<file path="src/common/cpu_config.svh">
// ====================
// core configuration: widths, depths, halt convention
// ====================
`ifndef CPU_CONFIG_SVH
`define CPU_CONFIG_SVH

// datapath and address width
`define CPU_XLEN        32
`define CPU_NUM_REGS    32

// memory depths in words
`define CPU_IMEM_WORDS  256
`define CPU_DMEM_WORDS  64

// ecall halts when this register holds this code
`define CPU_HALT_REG    17
`define CPU_HALT_CODE   10

`endif
</file>
<file path="src/common/pipe_pkg.sv">
// ====================
// pipeline control and forwarding types
// ====================
`default_nettype none

package pipe_pkg;

    // control bits carried down the pipe
    typedef struct packed {
        logic alu_src;    // operand 2 from immediate
        logic mem_read;   // lw
        logic mem_write;  // sw
        logic reg_write;
        logic mem_to_reg; // writeback takes load data
        logic is_ecall;
    } ctrl_t;

    // operand source at execute
    typedef enum logic [1:0] {
        FWD_REG, // value read in decode
        FWD_MEM, // ex/mem alu result
        FWD_WB   // final writeback value
    } fwd_sel_e;

endpackage

`default_nettype wire

</file>
<file path="src/common/isa_pkg.sv">
// ====================
// rv32i encoding types for the kept subset
// ====================
`default_nettype none

`include "cpu_config.svh"

package isa_pkg;

    typedef logic [4:0]           reg_idx_t; // register index field
    typedef logic [`CPU_XLEN-1:0] word_t;

    // major opcodes, inst[6:0]
    typedef enum logic [6:0] {
        OPC_OP     = 7'b0110011,
        OPC_OP_IMM = 7'b0010011,
        OPC_LOAD   = 7'b0000011,
        OPC_STORE  = 7'b0100011,
        OPC_SYSTEM = 7'b1110011  // ecall only
    } opcode_e;

    // arithmetic funct3, inst[14:12]
    typedef enum logic [2:0] {
        F3_ADD = 3'b000, // add, sub, addi
        F3_SLL = 3'b001,
        F3_SLT = 3'b010,
        F3_XOR = 3'b100,
        F3_SRL = 3'b101,
        F3_OR  = 3'b110,
        F3_AND = 3'b111
    } funct3_e;

    typedef enum logic [2:0] {
        ALU_ADD,
        ALU_SUB,
        ALU_AND,
        ALU_OR,
        ALU_XOR,
        ALU_SLT,  // signed compare
        ALU_SLL,
        ALU_SRL
    } alu_op_e;

endpackage

`default_nettype wire

</file>
<file path="src/common/bypass_if.sv">
// ====================
// bypass bundle, memory and writeback results
// ====================
`timescale 1ns/1ps
`default_nettype none

interface bypass_if;
    import isa_pkg::*;

    reg_idx_t mem_rd;        // ex/mem destination
    logic     mem_reg_write;
    word_t    mem_value;     // ex/mem alu result
    logic     mem_is_load;   // value not ready yet
    reg_idx_t wb_rd;
    logic     wb_reg_write;
    word_t    wb_value;      // after load/alu select

    modport source (
        output mem_rd, mem_reg_write, mem_value, mem_is_load,
        output wb_rd, wb_reg_write, wb_value
    );

    modport sink (
        input mem_rd, mem_reg_write, mem_value, mem_is_load,
        input wb_rd, wb_reg_write, wb_value
    );

endinterface

`default_nettype wire

</file>
<file path="src/core/memory_stage.sv">
// ====================
// memory: data memory, mem/wb register, bypass source
// ====================
`timescale 1ns/1ps
`default_nettype none

`include "cpu_config.svh"

module memory_stage (
    input  logic              clk,
    input  logic              reset,
    input  pipe_pkg::ctrl_t   em_ctrl,
    input  isa_pkg::reg_idx_t em_rd,
    input  isa_pkg::word_t    em_alu_out,
    input  isa_pkg::word_t    em_store_data,
    input  logic              em_halt,
    output logic              store_valid,
    output isa_pkg::word_t    store_addr,
    output isa_pkg::word_t    store_data,
    output logic              is_halted,
    bypass_if.source          bypass
);
    import isa_pkg::*;

    localparam int DMEM_AW = $clog2(`CPU_DMEM_WORDS);

    word_t    dmem [`CPU_DMEM_WORDS];
    word_t    load_data;
    logic     mw_reg_write;
    logic     mw_mem_to_reg;
    reg_idx_t mw_rd;
    word_t    mw_alu_out;
    word_t    mw_load_data;
    logic     mw_halt;

    // data array, word addressed by alu result
    always_ff @(posedge clk) begin
        if (reset) begin
            for (int i = 0; i < `CPU_DMEM_WORDS; i++)
                dmem[i] <= '0;
        end else if (em_ctrl.mem_write) begin
            dmem[em_alu_out[DMEM_AW+1:2]] <= em_store_data;
        end
    end

    assign load_data = em_ctrl.mem_read ? dmem[em_alu_out[DMEM_AW+1:2]] : '0;

    // store strobe, one cycle per sw
    assign store_valid = em_ctrl.mem_write;
    assign store_addr  = em_alu_out;
    assign store_data  = em_store_data;

    always_ff @(posedge clk) begin
        if (reset) begin
            mw_reg_write  <= 1'b0;
            mw_mem_to_reg <= 1'b0;
            mw_rd         <= '0;
            mw_halt       <= 1'b0;
        end else begin
            mw_reg_write  <= em_ctrl.reg_write;
            mw_mem_to_reg <= em_ctrl.mem_to_reg;
            mw_rd         <= em_rd;
            mw_halt       <= mw_halt | em_halt; // sticky until reset
        end
    end

    always_ff @(posedge clk) begin
        mw_alu_out   <= em_alu_out;
        mw_load_data <= load_data;
    end

    assign is_halted = mw_halt;

    // forwarding sources
    assign bypass.mem_rd        = em_rd;
    assign bypass.mem_reg_write = em_ctrl.reg_write;
    assign bypass.mem_value     = em_alu_out;
    assign bypass.mem_is_load   = em_ctrl.mem_read;
    assign bypass.wb_rd         = mw_rd;
    assign bypass.wb_reg_write  = mw_reg_write;
    assign bypass.wb_value      = mw_mem_to_reg ? mw_load_data : mw_alu_out;

endmodule

`default_nettype wire

</file>
<file path="src/flat_wrapper.sv">
// flat-port wrapper written by rule: the top's interface ports become plain ports
module memory_stage_flat import isa_pkg::*;
  (clk, reset, em_ctrl, em_rd, em_alu_out, em_store_data, em_halt, store_valid, store_addr, store_data, is_halted, bypass_mem_rd, bypass_mem_reg_write, bypass_mem_value, bypass_mem_is_load, bypass_wb_rd, bypass_wb_reg_write, bypass_wb_value);
  bypass_if bypass_i ();
  input  logic clk;
  input  logic reset;
  input  pipe_pkg::ctrl_t em_ctrl;
  input  isa_pkg::reg_idx_t em_rd;
  input  isa_pkg::word_t em_alu_out;
  input  isa_pkg::word_t em_store_data;
  input  logic em_halt;
  output logic store_valid;
  output isa_pkg::word_t store_addr;
  output isa_pkg::word_t store_data;
  output logic is_halted;
  output wire logic [$bits(bypass_i.mem_rd)-1:0] bypass_mem_rd;
  output wire logic [$bits(bypass_i.mem_reg_write)-1:0] bypass_mem_reg_write;
  output wire logic [$bits(bypass_i.mem_value)-1:0] bypass_mem_value;
  output wire logic [$bits(bypass_i.mem_is_load)-1:0] bypass_mem_is_load;
  output wire logic [$bits(bypass_i.wb_rd)-1:0] bypass_wb_rd;
  output wire logic [$bits(bypass_i.wb_reg_write)-1:0] bypass_wb_reg_write;
  output wire logic [$bits(bypass_i.wb_value)-1:0] bypass_wb_value;
  assign bypass_mem_rd = bypass_i.mem_rd;
  assign bypass_mem_reg_write = bypass_i.mem_reg_write;
  assign bypass_mem_value = bypass_i.mem_value;
  assign bypass_mem_is_load = bypass_i.mem_is_load;
  assign bypass_wb_rd = bypass_i.wb_rd;
  assign bypass_wb_reg_write = bypass_i.wb_reg_write;
  assign bypass_wb_value = bypass_i.wb_value;
  memory_stage u_core (.clk(clk), .reset(reset), .em_ctrl(em_ctrl), .em_rd(em_rd), .em_alu_out(em_alu_out), .em_store_data(em_store_data), .em_halt(em_halt), .store_valid(store_valid), .store_addr(store_addr), .store_data(store_data), .is_halted(is_halted), .bypass(bypass_i));
endmodule
</file>
<file path="config.mk">
export PLATFORM = sky130hd
export DESIGN_NAME = memory_stage_flat
export DESIGN_NICKNAME = d
export VERILOG_FILES = /design/src/common/pipe_pkg.sv /design/src/common/isa_pkg.sv /design/src/common/bypass_if.sv /design/src/core/memory_stage.sv /design/src/flat_wrapper.sv
export VERILOG_INCLUDE_DIRS = /design/src /design/src/common
export SDC_FILE = /design/constraint.sdc
export NUM_CORES = 2
export LEC_CHECK = 0
export ABC_AREA = 1
export BUFFER_PORTS_ARGS = -buffer_cell sky130_fd_sc_hd__buf_2
export CAP_MARGIN = 10
export CORE_MARGIN = 3
export CORE_UTILIZATION = 31
export CTS_CLUSTER_DIAMETER = 60
export DETAILED_ROUTE_END_ITERATION = 8
export GPL_TIMING_DRIVEN = 1
export SETUP_SLACK_MARGIN = 0.1
export SLEW_MARGIN = 20
export SYNTH_ARGS = -nofsm -noshare
export SYNTH_HDL_FRONTEND = slang
export SYNTH_SLANG_ARGS = --single-unit
</file>
<file path="constraint.sdc">
create_clock -name clk -period 3.8 [get_ports clk]
set_input_delay 0.76 -clock clk [delete_from_list [all_inputs] [get_ports clk]]
set_output_delay 0.76 -clock clk [all_outputs]
set_load 0.02 [all_outputs]
</file>
== Word level (Yosys, flattened, before mapping) ==
Memory sizes are Yosys's and may differ from the RTL's. A register that Yosys moved wholly into a read port is not among the register bits.
Cells that the tools add are included.

* Register bits after elaboration: 40
* Bits of input ports: 78
* Memories: 1
* Output and inout bits: 143
* Bits in writable memories: 2048
* Logic and storage cells: 18

* Muxes and demuxes: 9
* Reduce and logical (&&, ||, !) cells: 2
* Bitwise operators: 1

{| class="wikitable"
|+ Memories
! memory !! depth !! bits a word !! rd ports !! clocked after Yosys merged registers in !! wr ports !! RTL line !! RTL
|-
| u_core.dmem || 64 || 32 || 1 || 1 || 64 || memory_stage.sv:27 || <nowiki>word_t dmem [`CPU_DMEM_WORDS];</nowiki>
|}

{| class="wikitable"
|+ Operators with widths
! kind !! count
|-
| two-way mux 32 bit || 2
|-
| OR reduction 32 bit || 1
|-
| two-way mux 1 bit || 6
|-
| two-way mux 6 bit || 1
|-
| logical NOT 1 bit || 1
|-
| bitwise OR 1 bit || 1
|}

== Logic depth before layout (Yosys ltp) ==
* Depth after elaboration: 5
* Mapped depth: 15
* Depth with buffers taken out: 11

== Least setup slack after synthesis ==
No wires, ideal clock.

* Kind: input -> register
* From: in em_alu_out[2]
* To: mem u_core.dmem[11][0] in the netlist's numbering, enable pin
* Arrival time: 2.739 ns
* Required time: 3.411 ns
* Cell stages on the path: 8
* Path buffers: 4
* Setup slack: 0.671 ns
* Cells stage by stage: buf_2 buf_2 buf_1 nand2_1 nor2_1 nand2_1 buf_2 nand2_1

{| class="wikitable"
|+ RTL lines
! element !! RTL line !! RTL
|-
| start, declared || flat_wrapper.sv:9 || <nowiki>input isa_pkg::word_t em_alu_out;</nowiki>
|-
| end, declared || memory_stage.sv:27 ||
|}

== Worst setup path after layout ==
* From: reg u_core.mw_mem_to_reg
* To: out bypass_wb_value[6]

* Longest elaborated chain between the ends: 1

{| class="wikitable"
|+ Ends and longest elaborated chain
! element !! RTL line !! RTL
|-
| start, declared || memory_stage.sv:30 || <nowiki>logic mw_mem_to_reg;</nowiki>
|-
| start signal, assigned || memory_stage.sv:61 || <nowiki>mw_mem_to_reg <= em_ctrl.mem_to_reg;</nowiki>
|-
| two-way mux 32 bit || memory_stage.sv:81 || <nowiki>assign bypass.wb_value = mw_mem_to_reg ? mw_load_data : mw_alu_out;</nowiki>
|-
| end, declared || flat_wrapper.sv:22 || <nowiki>output wire logic [$bits(bypass_i.wb_value)-1:0] bypass_wb_value;</nowiki>
|}

No other way between the ends.

==> results.sh <==
export IMPL_grt_use_total=0.1898
export IMPL_finalSetupTns_ps=0
export IMPL_path_max_fanout=18
export IMPL_viasPerCell=4.800
export IMPL_yosysMostFrequentCell="nand2_1"
export IMPL_placed_area_sq_um=104300
export IMPL_rr_worst_depth=10
export IMPL_min_period_ps=3402
export IMPL_vias=74060
export IMPL_final_max_slew_viol_count=0
export IMPL_cts_hold_buf=16
export IMPL_async_reset_ff_frac=0
export IMPL_placement_io_buffers=218
export IMPL_synth_compound_area_frac=0.002555
export IMPL_cp_data_required_time_ps=3040
export IMPL_regArea_sq_um=62940
export IMPL_grt_max_degree=99
export IMPL_r2r_slack_ps=1460
export IMPL_setup_worst_path_end="bypass_wb_value[6]"
export IMPL_routedWlPerCell_microns=20.54
export IMPL_synth_ff_type="edfxtp_1"
export IMPL_largest_register_ffs=2048
export IMPL_drt_total_wl_microns=317000
export IMPL_synthToLayoutAreaGrowth_pct=14.15
export IMPL_antenna_found_initial=9
export IMPL_synthXorXnorAreaFrac=0
export IMPL_finalSetupViolCount=0
export IMPL_fin_ws_ps=397.7
export IMPL_critPathCaptureType="primary output"
export IMPL_postLayoutCellArea_sq_um=111800
export IMPL_period_share=0.8954
export IMPL_synthDistinctLibCells=22
export IMPL_power_per_cell_area_nw_per_um2=486.4
export IMPL_cts_tree="done"
export IMPL_finalHoldViolCount=0
export IMPL_crit_path_start_kind="register"
export IMPL_cap_viol_max_count=0
export IMPL_post_route_drc_count=0
export IMPL_fp_dieW_microns=568.1
export IMPL_core_area_sq_um=313200
export IMPL_cts_sinks=2120
export IMPL_synth_area_sq_um=97960
export IMPL_yosys_area_share_adder=0
export IMPL_synth_fp_nets=11260
export IMPL_p_leak_nw=48.93
export IMPL_h_tree_depth=4
export IMPL_yosys_top_cells_count="5,821 x nand2_1, 2,139 x nor2_1, 2,048 x edfxtp_1, 612 x clkbuf_1, 148 x buf_2"
export IMPL_synth_edff_count=2048
export IMPL_hold_depth=1
export IMPL_largest_registers="u_core.dmem: 2048 flops, u_core.mw_alu_out: 32 flops, u_core.mw_load_data: 32 flops"
export IMPL_worstMarginPinSlew_ps=1192
export IMPL_drt_antenna_violating_nets=0
export IMPL_cts_root_buffer="clkbuf_16"
export IMPL_pre_cts_ws_ps=372.3
export IMPL_relSlewSlack=0.2051
export IMPL_grt_overflow=0
export IMPL_final_nets=11170
export IMPL_cts_setup_buffers=0
export IMPL_grt_pass1_wl_microns=460700
export IMPL_cts_buffer_depth=4
export IMPL_drt_pass1_iterations=6
export IMPL_rr_endpoint="u_core.mw_load_data[12]$_SDFF_PN0_"
export IMPL_num_rows=205
export IMPL_ir_drop_mv=0.3750
export IMPL_regMostFlops="u_core.dmem"
export IMPL_initial_core_util=0.3128
export IMPL_status="completed"
export IMPL_clk_pin_slew_worst_paths_ps=60
export IMPL_ys_ff_latch=2120
export IMPL_dpl_hpwl_microns=191100
export IMPL_die_area_sq_um=322800
export IMPL_die_h_microns=568.1
export IMPL_grt_pass1_vias=68230
export IMPL_initialDrtViolationCount=8328
export IMPL_r2r_start="u_core.dmem[31][12]$_SDFFCE_PN0P_"
export IMPL_synth_area_per_cell_sq_um=8.763
export IMPL_synth_warnings=0
export IMPL_multi_input_area_sq_um=30750
export IMPL_numCtsBuffers=228
export IMPL_final_layout_size_suffix_gt1_frac=0.09034
export IMPL_synth_area_leaders="edfxtp_1 63%, nand2_1 22%, nor2_1 8.2%"
export IMPL_insertion_delay_ps=920
export IMPL_fill_cells=31150
export IMPL_synth_simple_gate_area_frac=0.3072
export IMPL_synth_top_area_cell="edfxtp_1"
export IMPL_io_pins=221
export IMPL_min_path_type="in -> reg"
export IMPL_finalClockSkew_ps=134.1
export IMPL_crit_path_start="u_core.mw_mem_to_reg$_SDFF_PP0_"
export IMPL_synth_top_family_by_area="simple AND/OR/NAND/NOR gates"
export IMPL_whs_ps=56.74
export IMPL_synthMuxAreaShare=0.003679
export IMPL_criticalPathCategory="reg -> out"
export IMPL_yosys_area_top_type_share=0.6278
export IMPL_gp_congestion=0.8687
export IMPL_syn_instance_count=11180
export IMPL_worstPathArrival_ps=2640
export IMPL_ctsResizeCount=0
export IMPL_ys_seq_area_frac=0.6425
export IMPL_rsz0062_at_grt="no"
export IMPL_max_freq_mhz=293.9
==> worst min-delay path by stage <==
| stage | from | end | slack (ps) |
|---|---|---|---|
| floorplan | u_core.is_halted$_SDFF_PP0_ | u_core.is_halted$_SDFF_PP0_ | 540 |
| global placement | u_core.is_halted$_SDFF_PP0_ | u_core.is_halted$_SDFF_PP0_ | 450 |
| detailed placement | u_core.is_halted$_SDFF_PP0_ | u_core.is_halted$_SDFF_PP0_ | 460 |
| CTS | em_alu_out[20] | u_core.mw_alu_out[20]$_DFF_P_ | 1 |
| global route | em_alu_out[20] | u_core.mw_alu_out[20]$_DFF_P_ | 30 |
| finish | em_alu_out[20] | u_core.mw_alu_out[20]$_DFF_P_ | 60 |
==> routing by layer <==
| metal | GRT usage | wire, microns |
|---|---|---|
| met3 | 0.02787 | 25400 |
| met1 | 0.2577 | 131300 |
| met4 | 0.08465 | 15350 |
| met5 | 0 | 13 |
| met2 | 0.3004 | 144900 |
==> cell families after synthesis <==
kind of cell	Yosys count
flip-flops	2120
multiplexers	32
AO/OA/AOI/OAI	47
buffers and inverters	994
AND/OR/NAND/NOR	7986
==> power breakdown <==
| group | switching [W] | total, W | leakage [nW] | internal [W] |
|---|---|---|---|---|
| clock | 0.00943 | 0.0222 | 3.62 | 0.0128 |
| sequential | 0.000369 | 0.0272 | 20.1 | 0.0268 |
| combinational | 0.00375 | 0.00504 | 25.3 | 0.00129 |
==> worst max-delay path: stages (launching register included) <==
cell,delay [ps]
dfxtp_2,970
buf_4,330
mux2_2,350
buf_2,160
==> layout make-up <==
type | instances | share of cell area
Sequential cell | 2120 | 0.5629
Multi-Input combinational cell | 8065 | 0.2750
Clock buffer | 294 | 0.05545
Timing Repair Buffer | 617 | 0.04702
Tap cell | 4140 | 0.04632
Clock inverter | 122 | 0.01052
Inverter | 62 | 0.002641
Antenna cell | 9 | 0.0002014
==> cell usage in the layout (no fill, tap or decap), types with 9 or more instances in the layout <==
master / netlist / routed
a21oi_1: 32 / 32
buf_12: 0 / 88
buf_2: 148 / 215
buf_4: 106 / 295
bufinv_16: 0 / 19
clkbuf_1: 612 / 44
clkbuf_16: 0 / 232
clkbuf_8: 0 / 16
clkinv_1: 0 / 44
clkinv_2: 0 / 67
dfxtp_1: 72 / 71
diode_2: 0 / 9
dlygate4sd3_1: 0 / 16
edfxtp_1: 2048 / 2048
inv_1: 27 / 26
mux2_2: 32 / 32
nand2_1: 5821 / 5821
nor2_1: 2139 / 2135
o21ai_0: 9 / 9
==> metrics by stage <==
step	utilization	power [W]	std cells
final	0.3571	0.05439	15430
after global routing	0.3570	0.05613	15420
after CTS	0.3570	0.05463	15420
after detailed placement	0.3329	0.03263	14990
after global placement	0.3329	0.03258	14990
after floorplan	-	0.03051	11180
No activity file was read; power rests on OpenSTA's default activity.
