===== config.mk =====
export PLATFORM = sky130hd
export DESIGN_NAME = execute_stage_flat
export DESIGN_NICKNAME = d
export VERILOG_FILES = /design/src/common/pipe_pkg.sv /design/src/common/isa_pkg.sv /design/src/common/bypass_if.sv /design/src/core/execute_stage.sv /design/src/flat_wrapper.sv
export VERILOG_INCLUDE_DIRS = /design/src /design/src/common
export SDC_FILE = /design/constraint.sdc
export NUM_CORES = 1
export LEC_CHECK = 0
export BUFFER_PORTS_ARGS = -buffer_cell sky130_fd_sc_hd__buf_4
export CORE_MARGIN = 2
export CORE_UTILIZATION = 37
export DETAILED_ROUTE_END_ITERATION = 8
export PLACE_DENSITY_LB_ADDON = 0.08
export SYNTH_ARGS = -nofsm -noshare
export SYNTH_HDL_FRONTEND = slang
export SYNTH_SLANG_ARGS = --single-unit

===== constraint.sdc =====
create_clock -name clk -period 7.7 [get_ports clk]
set_input_delay 0.77 -clock clk [delete_from_list [all_inputs] [get_ports clk]]
set_output_delay 0.77 -clock clk [all_outputs]
set_load 0.005 [all_outputs]

===== src/common/cpu_config.svh =====
// ====================
// core configuration: widths, depths, halt convention
// ====================
`ifndef CPU_CONFIG_SVH
`define CPU_CONFIG_SVH

// datapath and address width
`define CPU_XLEN        32
`define CPU_NUM_REGS    32

// memory depths in words
`define CPU_IMEM_WORDS  256
`define CPU_DMEM_WORDS  64

// ecall halts when this register holds this code
`define CPU_HALT_REG    17
`define CPU_HALT_CODE   10

`endif

===== src/common/pipe_pkg.sv =====
// ====================
// pipeline control and forwarding types
// ====================
`default_nettype none

package pipe_pkg;

    // control bits carried down the pipe
    typedef struct packed {
        logic alu_src;    // operand 2 from immediate
        logic mem_read;   // lw
        logic mem_write;  // sw
        logic reg_write;
        logic mem_to_reg; // writeback takes load data
        logic is_ecall;
    } ctrl_t;

    // operand source at execute
    typedef enum logic [1:0] {
        FWD_REG, // value read in decode
        FWD_MEM, // ex/mem alu result
        FWD_WB   // final writeback value
    } fwd_sel_e;

endpackage

`default_nettype wire


===== src/common/isa_pkg.sv =====
// ====================
// rv32i encoding types for the kept subset
// ====================
`default_nettype none

`include "cpu_config.svh"

package isa_pkg;

    typedef logic [4:0]           reg_idx_t; // register index field
    typedef logic [`CPU_XLEN-1:0] word_t;

    // major opcodes, inst[6:0]
    typedef enum logic [6:0] {
        OPC_OP     = 7'b0110011,
        OPC_OP_IMM = 7'b0010011,
        OPC_LOAD   = 7'b0000011,
        OPC_STORE  = 7'b0100011,
        OPC_SYSTEM = 7'b1110011  // ecall only
    } opcode_e;

    // arithmetic funct3, inst[14:12]
    typedef enum logic [2:0] {
        F3_ADD = 3'b000, // add, sub, addi
        F3_SLL = 3'b001,
        F3_SLT = 3'b010,
        F3_XOR = 3'b100,
        F3_SRL = 3'b101,
        F3_OR  = 3'b110,
        F3_AND = 3'b111
    } funct3_e;

    typedef enum logic [2:0] {
        ALU_ADD,
        ALU_SUB,
        ALU_AND,
        ALU_OR,
        ALU_XOR,
        ALU_SLT,  // signed compare
        ALU_SLL,
        ALU_SRL
    } alu_op_e;

endpackage

`default_nettype wire


===== src/common/bypass_if.sv =====
// ====================
// bypass bundle, memory and writeback results
// ====================
`timescale 1ns/1ps
`default_nettype none

interface bypass_if;
    import isa_pkg::*;

    reg_idx_t mem_rd;        // ex/mem destination
    logic     mem_reg_write;
    word_t    mem_value;     // ex/mem alu result
    logic     mem_is_load;   // value not ready yet
    reg_idx_t wb_rd;
    logic     wb_reg_write;
    word_t    wb_value;      // after load/alu select

    modport source (
        output mem_rd, mem_reg_write, mem_value, mem_is_load,
        output wb_rd, wb_reg_write, wb_value
    );

    modport sink (
        input mem_rd, mem_reg_write, mem_value, mem_is_load,
        input wb_rd, wb_reg_write, wb_value
    );

endinterface

`default_nettype wire


===== src/core/execute_stage.sv =====
// ====================
// execute: operand forwarding, alu, ex/mem register
// ====================
`timescale 1ns/1ps
`default_nettype none

module execute_stage (
    input  logic              clk,
    input  logic              reset,
    input  pipe_pkg::ctrl_t   de_ctrl,
    input  isa_pkg::alu_op_e  de_alu_op,
    input  isa_pkg::reg_idx_t de_rs1,
    input  isa_pkg::reg_idx_t de_rs2,
    input  isa_pkg::reg_idx_t de_rd,
    input  isa_pkg::word_t    de_rs1_data,
    input  isa_pkg::word_t    de_rs2_data,
    input  isa_pkg::word_t    de_imm,
    input  logic              de_halt,
    bypass_if.sink            bypass,
    output pipe_pkg::ctrl_t   em_ctrl,
    output isa_pkg::reg_idx_t em_rd,
    output isa_pkg::word_t    em_alu_out,
    output isa_pkg::word_t    em_store_data,
    output logic              em_halt
);
    import isa_pkg::*;
    import pipe_pkg::*;

    fwd_sel_e fwd_a;
    fwd_sel_e fwd_b;
    word_t    op_a;
    word_t    op_b_fwd; // also the store data
    word_t    op_b;
    word_t    alu_res;

    // memory stage is newer, so it wins; x0 never forwarded
    function automatic fwd_sel_e pick_src(reg_idx_t rs, reg_idx_t mem_rd, logic mem_we,
                                          reg_idx_t wb_rd, logic wb_we);
        if (rs != '0 && mem_we && mem_rd == rs)
            return FWD_MEM;
        if (rs != '0 && wb_we && wb_rd == rs)
            return FWD_WB;
        return FWD_REG;
    endfunction

    function automatic word_t fwd_mux(fwd_sel_e sel, word_t reg_val, word_t mem_val,
                                      word_t wb_val);
        case (sel)
            FWD_MEM: return mem_val;
            FWD_WB:  return wb_val;
            default: return reg_val;
        endcase
    endfunction

    assign fwd_a = pick_src(de_rs1, bypass.mem_rd, bypass.mem_reg_write,
                            bypass.wb_rd, bypass.wb_reg_write);
    assign fwd_b = pick_src(de_rs2, bypass.mem_rd, bypass.mem_reg_write,
                            bypass.wb_rd, bypass.wb_reg_write);

    assign op_a     = fwd_mux(fwd_a, de_rs1_data, bypass.mem_value, bypass.wb_value);
    assign op_b_fwd = fwd_mux(fwd_b, de_rs2_data, bypass.mem_value, bypass.wb_value);
    assign op_b     = de_ctrl.alu_src ? de_imm : op_b_fwd; // immediate forms

    always_comb begin
        case (de_alu_op)
            ALU_ADD: alu_res = op_a + op_b;
            ALU_SUB: alu_res = op_a - op_b;
            ALU_AND: alu_res = op_a & op_b;
            ALU_OR:  alu_res = op_a | op_b;
            ALU_XOR: alu_res = op_a ^ op_b;
            ALU_SLT: alu_res = word_t'($signed(op_a) < $signed(op_b));
            ALU_SLL: alu_res = op_a << op_b[4:0]; // shamt is low 5 bits
            ALU_SRL: alu_res = op_a >> op_b[4:0];
            default: alu_res = '0;
        endcase
    end

    always_ff @(posedge clk) begin
        if (reset) begin
            em_ctrl <= '0;
            em_rd   <= '0;
            em_halt <= 1'b0;
        end else begin
            em_ctrl <= de_ctrl;
            em_rd   <= de_rd;
            em_halt <= de_halt;
        end
    end

    always_ff @(posedge clk) begin
        em_alu_out    <= alu_res;
        em_store_data <= op_b_fwd;
    end

endmodule

`default_nettype wire


===== src/flat_wrapper.sv =====
// flat-port wrapper written by rule: the top's interface ports become plain ports
module execute_stage_flat import isa_pkg::*; import pipe_pkg::*;
  (clk, reset, de_ctrl, de_alu_op, de_rs1, de_rs2, de_rd, de_rs1_data, de_rs2_data, de_imm, de_halt, em_ctrl, em_rd, em_alu_out, em_store_data, em_halt, bypass_mem_rd, bypass_mem_reg_write, bypass_mem_value, bypass_mem_is_load, bypass_wb_rd, bypass_wb_reg_write, bypass_wb_value);
  bypass_if bypass_i ();
  input  logic clk;
  input  logic reset;
  input  pipe_pkg::ctrl_t de_ctrl;
  input  isa_pkg::alu_op_e de_alu_op;
  input  isa_pkg::reg_idx_t de_rs1;
  input  isa_pkg::reg_idx_t de_rs2;
  input  isa_pkg::reg_idx_t de_rd;
  input  isa_pkg::word_t de_rs1_data;
  input  isa_pkg::word_t de_rs2_data;
  input  isa_pkg::word_t de_imm;
  input  logic de_halt;
  output pipe_pkg::ctrl_t em_ctrl;
  output isa_pkg::reg_idx_t em_rd;
  output isa_pkg::word_t em_alu_out;
  output isa_pkg::word_t em_store_data;
  output logic em_halt;
  input wire logic [$bits(bypass_i.mem_rd)-1:0] bypass_mem_rd;
  input wire logic [$bits(bypass_i.mem_reg_write)-1:0] bypass_mem_reg_write;
  input wire logic [$bits(bypass_i.mem_value)-1:0] bypass_mem_value;
  input wire logic [$bits(bypass_i.mem_is_load)-1:0] bypass_mem_is_load;
  input wire logic [$bits(bypass_i.wb_rd)-1:0] bypass_wb_rd;
  input wire logic [$bits(bypass_i.wb_reg_write)-1:0] bypass_wb_reg_write;
  input wire logic [$bits(bypass_i.wb_value)-1:0] bypass_wb_value;
  assign bypass_i.mem_rd = bypass_mem_rd;
  assign bypass_i.mem_reg_write = bypass_mem_reg_write;
  assign bypass_i.mem_value = bypass_mem_value;
  assign bypass_i.mem_is_load = bypass_mem_is_load;
  assign bypass_i.wb_rd = bypass_wb_rd;
  assign bypass_i.wb_reg_write = bypass_wb_reg_write;
  assign bypass_i.wb_value = bypass_wb_value;
  execute_stage u_core (.clk(clk), .reset(reset), .de_ctrl(de_ctrl), .de_alu_op(de_alu_op), .de_rs1(de_rs1), .de_rs2(de_rs2), .de_rd(de_rd), .de_rs1_data(de_rs1_data), .de_rs2_data(de_rs2_data), .de_imm(de_imm), .de_halt(de_halt), .bypass(bypass_i), .em_ctrl(em_ctrl), .em_rd(em_rd), .em_alu_out(em_alu_out), .em_store_data(em_store_data), .em_halt(em_halt));
endmodule

# After elaboration in Yosys (flattened, before gate mapping)
# Cells that the tools add are included.
# word_totals
register_bits	76
elab_cells	62
input_bits	200
output_inout_bits	76
# classes
addsub	2
mux	18
order_cmp	1
n_reduce_logical	11
bitwise	3
shift	2
n_eq_ne	15
# ops
op	count
$pmux 32 s8	1
$pmux 32 s2	2
$add 32x32->32	1
$and 32x32->32	1
$lt 32x32->1	1
$mux 32	1
$or 32x32->32	1
$shl 32x5->32	1
$shr 32x5->32	1
$sub 32x32->32	1
$xor 32x32->32	1
$eq 5x5->1	4
$mux 2	8
$eq 3x3->1 const B	4
$reduce_bool 5->1	2
$logic_and 1x1->1	8
$eq 3x2->1 const B	2
$mux 1	6
$eq 2x1->1 const B	2
$eq 2x2->1 const B	2
$eq 3x1->1 const B	1
$logic_not 3->1	1

# Logic depth before layout (Yosys ltp)
# logic_depth
ltp_word	12
mapped_depth	23
ltp_nobuf	20

# Worst setup path before layout
# No wires, ideal clock.
# synth_path
kind	input -> register
from	in de_rs2[0]
to	reg u_core.em_alu_out[31]
arrival_time_ns	5.489
setup_ns	0.127
slack_ns	2.084
path_stages	21
n_path_buf	5
t_required_ns	7.573
path_cell_list	or4_4 > o211ai_2 > or2_1 > buf_4 > a31oi_1 > mux2i_1 > clkbuf_1 > buf_1 > buf_2 > ha_1 > clkbuf_1 > a21oi_1 > o311ai_0 > nand3_1 > nand2_1 > a21o_1 > a2111o_1 > a211oi_1 > o221ai_1 > and3_1 > or3_1
# synth_between
elab_chain_cells	12
elab_cells_between_ends	25
cone_classes	2 x add/sub; 4 x eq/ne; 2 x shift; 9 x mux; 3 x bitwise; 5 x reduce/logical
# synth_rtl
element	line	rtl
from (decl)	flat_wrapper.sv:10	input isa_pkg::reg_idx_t de_rs2;
$reduce_bool 5->1	execute_stage.sv:39, execute_stage.sv:41	
$logic_and 1x1->1 (2 in a row)	execute_stage.sv:41	if (rs != '0 && wb_we && wb_rd == rs)
$mux 1 (2 in a row)	execute_stage.sv:41	
$mux 2	execute_stage.sv:43	return FWD_REG;
$mux 2 *	execute_stage.sv:41	
$eq 2x2->1 or $eq 2x1->1 (tied branches)	execute_stage.sv:48	case (sel)
$pmux 32 s2 *	execute_stage.sv:48	
via u_core.op_b_fwd[3]	execute_stage.sv:32	word_t op_b_fwd;
$mux 32 *	execute_stage.sv:62	assign op_b = de_ctrl.alu_src ? de_imm : op_b_fwd;
$sub 32x32->32 (tied with other cells)	execute_stage.sv:67	ALU_SUB: alu_res = op_a - op_b;
$pmux 32 s8 *	execute_stage.sv:65	case (de_alu_op)
via u_core.alu_res[31]	execute_stage.sv:34	word_t alu_res;
to (signal assigned)	execute_stage.sv:91	em_alu_out <= alu_res;
to (decl)	execute_stage.sv:22	output isa_pkg::word_t em_alu_out,
# The timed path passes the listed nets; every way through them passes the cells marked *. The select of a mux whose other input is x is not followed.
# A chain may end at the register's enable or synchronous reset.

# Worst setup path after layout
# layout_path
from	in de_rs2[0]
to	reg u_core.em_alu_out[25]
# layout_between
elab_chain_cells	12
elab_cells_between_ends	25
cone_classes	2 x add/sub; 4 x eq/ne; 2 x shift; 9 x mux; 3 x bitwise; 5 x reduce/logical
# layout_rtl
element	line
$reduce_bool 5->1	execute_stage.sv:39, execute_stage.sv:41
$logic_and 1x1->1 (2 in a row)	execute_stage.sv:41
$mux 1 (2 in a row)	execute_stage.sv:41
$mux 2	execute_stage.sv:43
$mux 2 *	execute_stage.sv:41
$eq 2x2->1 or $eq 2x1->1 (tied branches)	execute_stage.sv:48
$pmux 32 s2 *	execute_stage.sv:48
via u_core.op_b_fwd[6]	execute_stage.sv:32
$mux 32 *	execute_stage.sv:62
$sub 32x32->32 or $add 32x32->32 (tied branches)	execute_stage.sv:67, execute_stage.sv:66
$pmux 32 s8 *	execute_stage.sv:65
via u_core.alu_res[25]	execute_stage.sv:34
# Marks and branches as above.

==> out/qor.yml <==
setup_path:
  start_kind: "input pin"
  endpoint_kind: "register"
  crit_type: "in -> reg"
  crit_fanout: 27
  required_ps: 7920
  critPathArrivalTime_ps: 6550
  critPathLaunch: "de_rs2[0]"
global_route:
  grt_first_pass_wirelength_mm: 86.1
  grt.total_usage_pct: 34.9
  grt_max_degree: 71
  first_global_vias: 13300
  grt_overflow: 0
  antenna_found_initial: 1
sta:
  rsz0062_at_grt: "no"
  timing.fmax_mhz: 158
  fin_crit_sh_pct: 82.2
  slew_violations: 0
  whs_ps: 598
  finalSetupViolations: 0
  tightestPinTransition_ps: 1100
  finalCriticalPeriod_ps: 6330
  finalSetupTns_ps: 0
  final_hold_viol_count: 0
  max_slew_margin_pct: 26.2
cells_and_area:
  syn_to_final_growth_pct: 23.2
  final_nets: 2140
  antenna_cells: 0
  final_layout_size_suffix_gt1_share_pct: 21.0
  final_cell_area_um2: 14200
worst_hold_path:
  holdCritStartpoint: "de_ctrl[4]"
  holdPathEnd: "u_core.em_ctrl[4]"
  hold_path_depth: 2
  min_path_type: "in -> reg"
clock_tree:
  htreeDepth: 3
  clkTransAtPathRegs_ps: 60
  root_buffer: "clkbuf_16"
  post_cts_resize_count: 0
  cts_tree: "done"
  clockBufferDepth: 2
  hold_buffers: 0
  cts_buffers: 9
  cts_setup_buffers: 0
  cts.sink_count: 76
routing:
  wl_per_cell_um: 26.2
  drc: 0
  routed_wl_mm: 58.6
  first_iter_violations: 1636
  first_pass_iters: 6
  dr_total_vias: 14000
  routed_via_density: 6.23
  ant_nets: 0
power:
  power_density_nw_per_um2: 155
  power_leakage_uw: 0.00624
  seqPwrFrac_pct: 21.0
  swShare_pct: 45.5
  ir_drop_mv: 0.119
  pwr-share-comb_pct: 58.4
  switchingPower_uw: 999
  internal-power_uw: 1190
  pwr-share-clk_pct: 20.7
  power_uw: 2190
place:
  placed_area_um2: 13900
  place_hpwl_mm: 46.8
  port-buffer-count: 274
  globalplace.congestion: 1.00
yosys:
  async_reset_ff_share_pct: 0
  ys_ff_latch: 76
  synth_top_area_share_pct: 13.2
  yosys_warnings: 0
  synthFlopType: "dfxtp_1"
  synth_area_per_cell_um2: 7.00
  synth_common_cells: "a21oi_1, nor2_1, o21ai_0"
  syn_inst: 1643
  synth_cell_types: 81
  yosysSeqAreaShare_pct: 13.2
  yosys.area.top_type: "dfxtp_1"
  synth.most_common_cell: "a21oi_1"
  synth_edf_count: 0
  synth_fp_nets: 1942
  synth_area_um2: 11500
  synth_area_leaders: "dfxtp_1, ha_1, mux2i_1"
run_status:
  status: "completed"
floorplanning:
  initial_utilization_pct: 37.6
  rows: 64
  core_area_um2: 30600
  dieArea_um2: 32500
  ios: 276
  die_w_um: 180
  dieHeight_um: 180
flow_run:
  maxCapViolations: 0
[per-stage QoR]
| stage | instances | setup WS (ps) | util, % |
|---|---|---|---|
| final | 2241 | 1370 | 46.3 |
| after floorplan | 1643 | 2080 | - |
| after global routing | 2241 | 1090 | 46.3 |
| after CTS | 2241 | 1560 | 46.3 |
| after global placement | 2226 | 1230 | 45.3 |
| after detailed placement | 2226 | 1170 | 45.3 |
[cell families after synthesis]
logic type	after synthesis	synth area share, %
flip-flops	76	13.2
AND/OR/NAND/NOR	482	19.9
buffers and inverters	230	7.89
AO/OA/AOI/OAI	579	32.4
adder cells (fa/ha/maj)	99	10.9
multiplexers	129	12.0
XOR/XNOR	48	3.66
[how the worst max path moves through the flow]
| stage | endpoint | slack, ps | cells past startpoint |
|---|---|---|---|
| floorplan | u_core.em_alu_out[31] | 2080 | 21 |
| CTS | u_core.em_alu_out[30] | 1560 | 21 |
| finish | u_core.em_alu_out[25] | 1370 | 19 |
| global placement | u_core.em_alu_out[30] | 1230 | 21 |
| detailed placement | u_core.em_alu_out[30] | 1170 | 21 |
| global route | u_core.em_alu_out[25] | 1090 | 19 |
[registers in the layout, indices dropped and copies added (netlist names)]
register              flops
u_core.em_alu_out        32
u_core.em_store_data     32
u_core.em_ctrl            6
u_core.em_rd              5
u_core.em_halt            1
[per-layer routing]
layer / wire, µm / up-vias / part of all wire, % / GRT usage [%]
met5: 13 / - / 0.022 / 0
met4: 3080 / 2 / 5.3 / 17.9
met3: 4820 / 129 / 8.2 / 6.02
met2: 25500 / 752 / 43 / 53.1
met1: 25200 / 6663 / 43 / 47.4
li1: - / 6423 / - / -
[layout make-up]
| class | count | area (µm²) |
|---|---|---|
| timing repair buffer | 314 | 2360 |
| tap | 396 | 495 |
| fill | 3227 | 16400 |
| inverter | 103 | 387 |
| clock buffer | 11 | 243 |
| multi-input combinational | 1337 | 9110 |
| sequential | 76 | 1520 |
| clock inverter | 4 | 50.0 |
[power by group through the flow]
stage	Clock [µW]	Combinational [µW]	Sequential, µW
finish	454	1280	460
global route	477	1360	466
CTS	463	1240	461
detailed placement	0	1240	469
global placement	0	1240	468
floorplan	0	738	473
[cells in the final DEF, fill, tap and decap left out, types with 47 or more instances in the layout]
master / count
a21oi_1: 154
nor3_1: 47
o21ai_0: 126
inv_1: 101
dfxtp_1: 76
nand3_1: 118
buf_4: 314
ha_1: 97
nor2_1: 135
nand2_1: 88
mux2i_1: 99
[critical path: stages]
cell and delay (ps):
buf_4 140, or4_4 550, o211ai_2 290, or2_2 340, buf_4 340, nor2_1 70
a21oi_1 170, mux2i_1 170, ha_1 510, nor4_1 510, o311ai_0 320, nand3_1 280
nand2_1 100, a21o_1 200, a2111o_1 470, a2111oi_0 450, o31ai_1 130, xnor2_1 490
o221ai_1 220
Power figures use the tool's default switching activity.
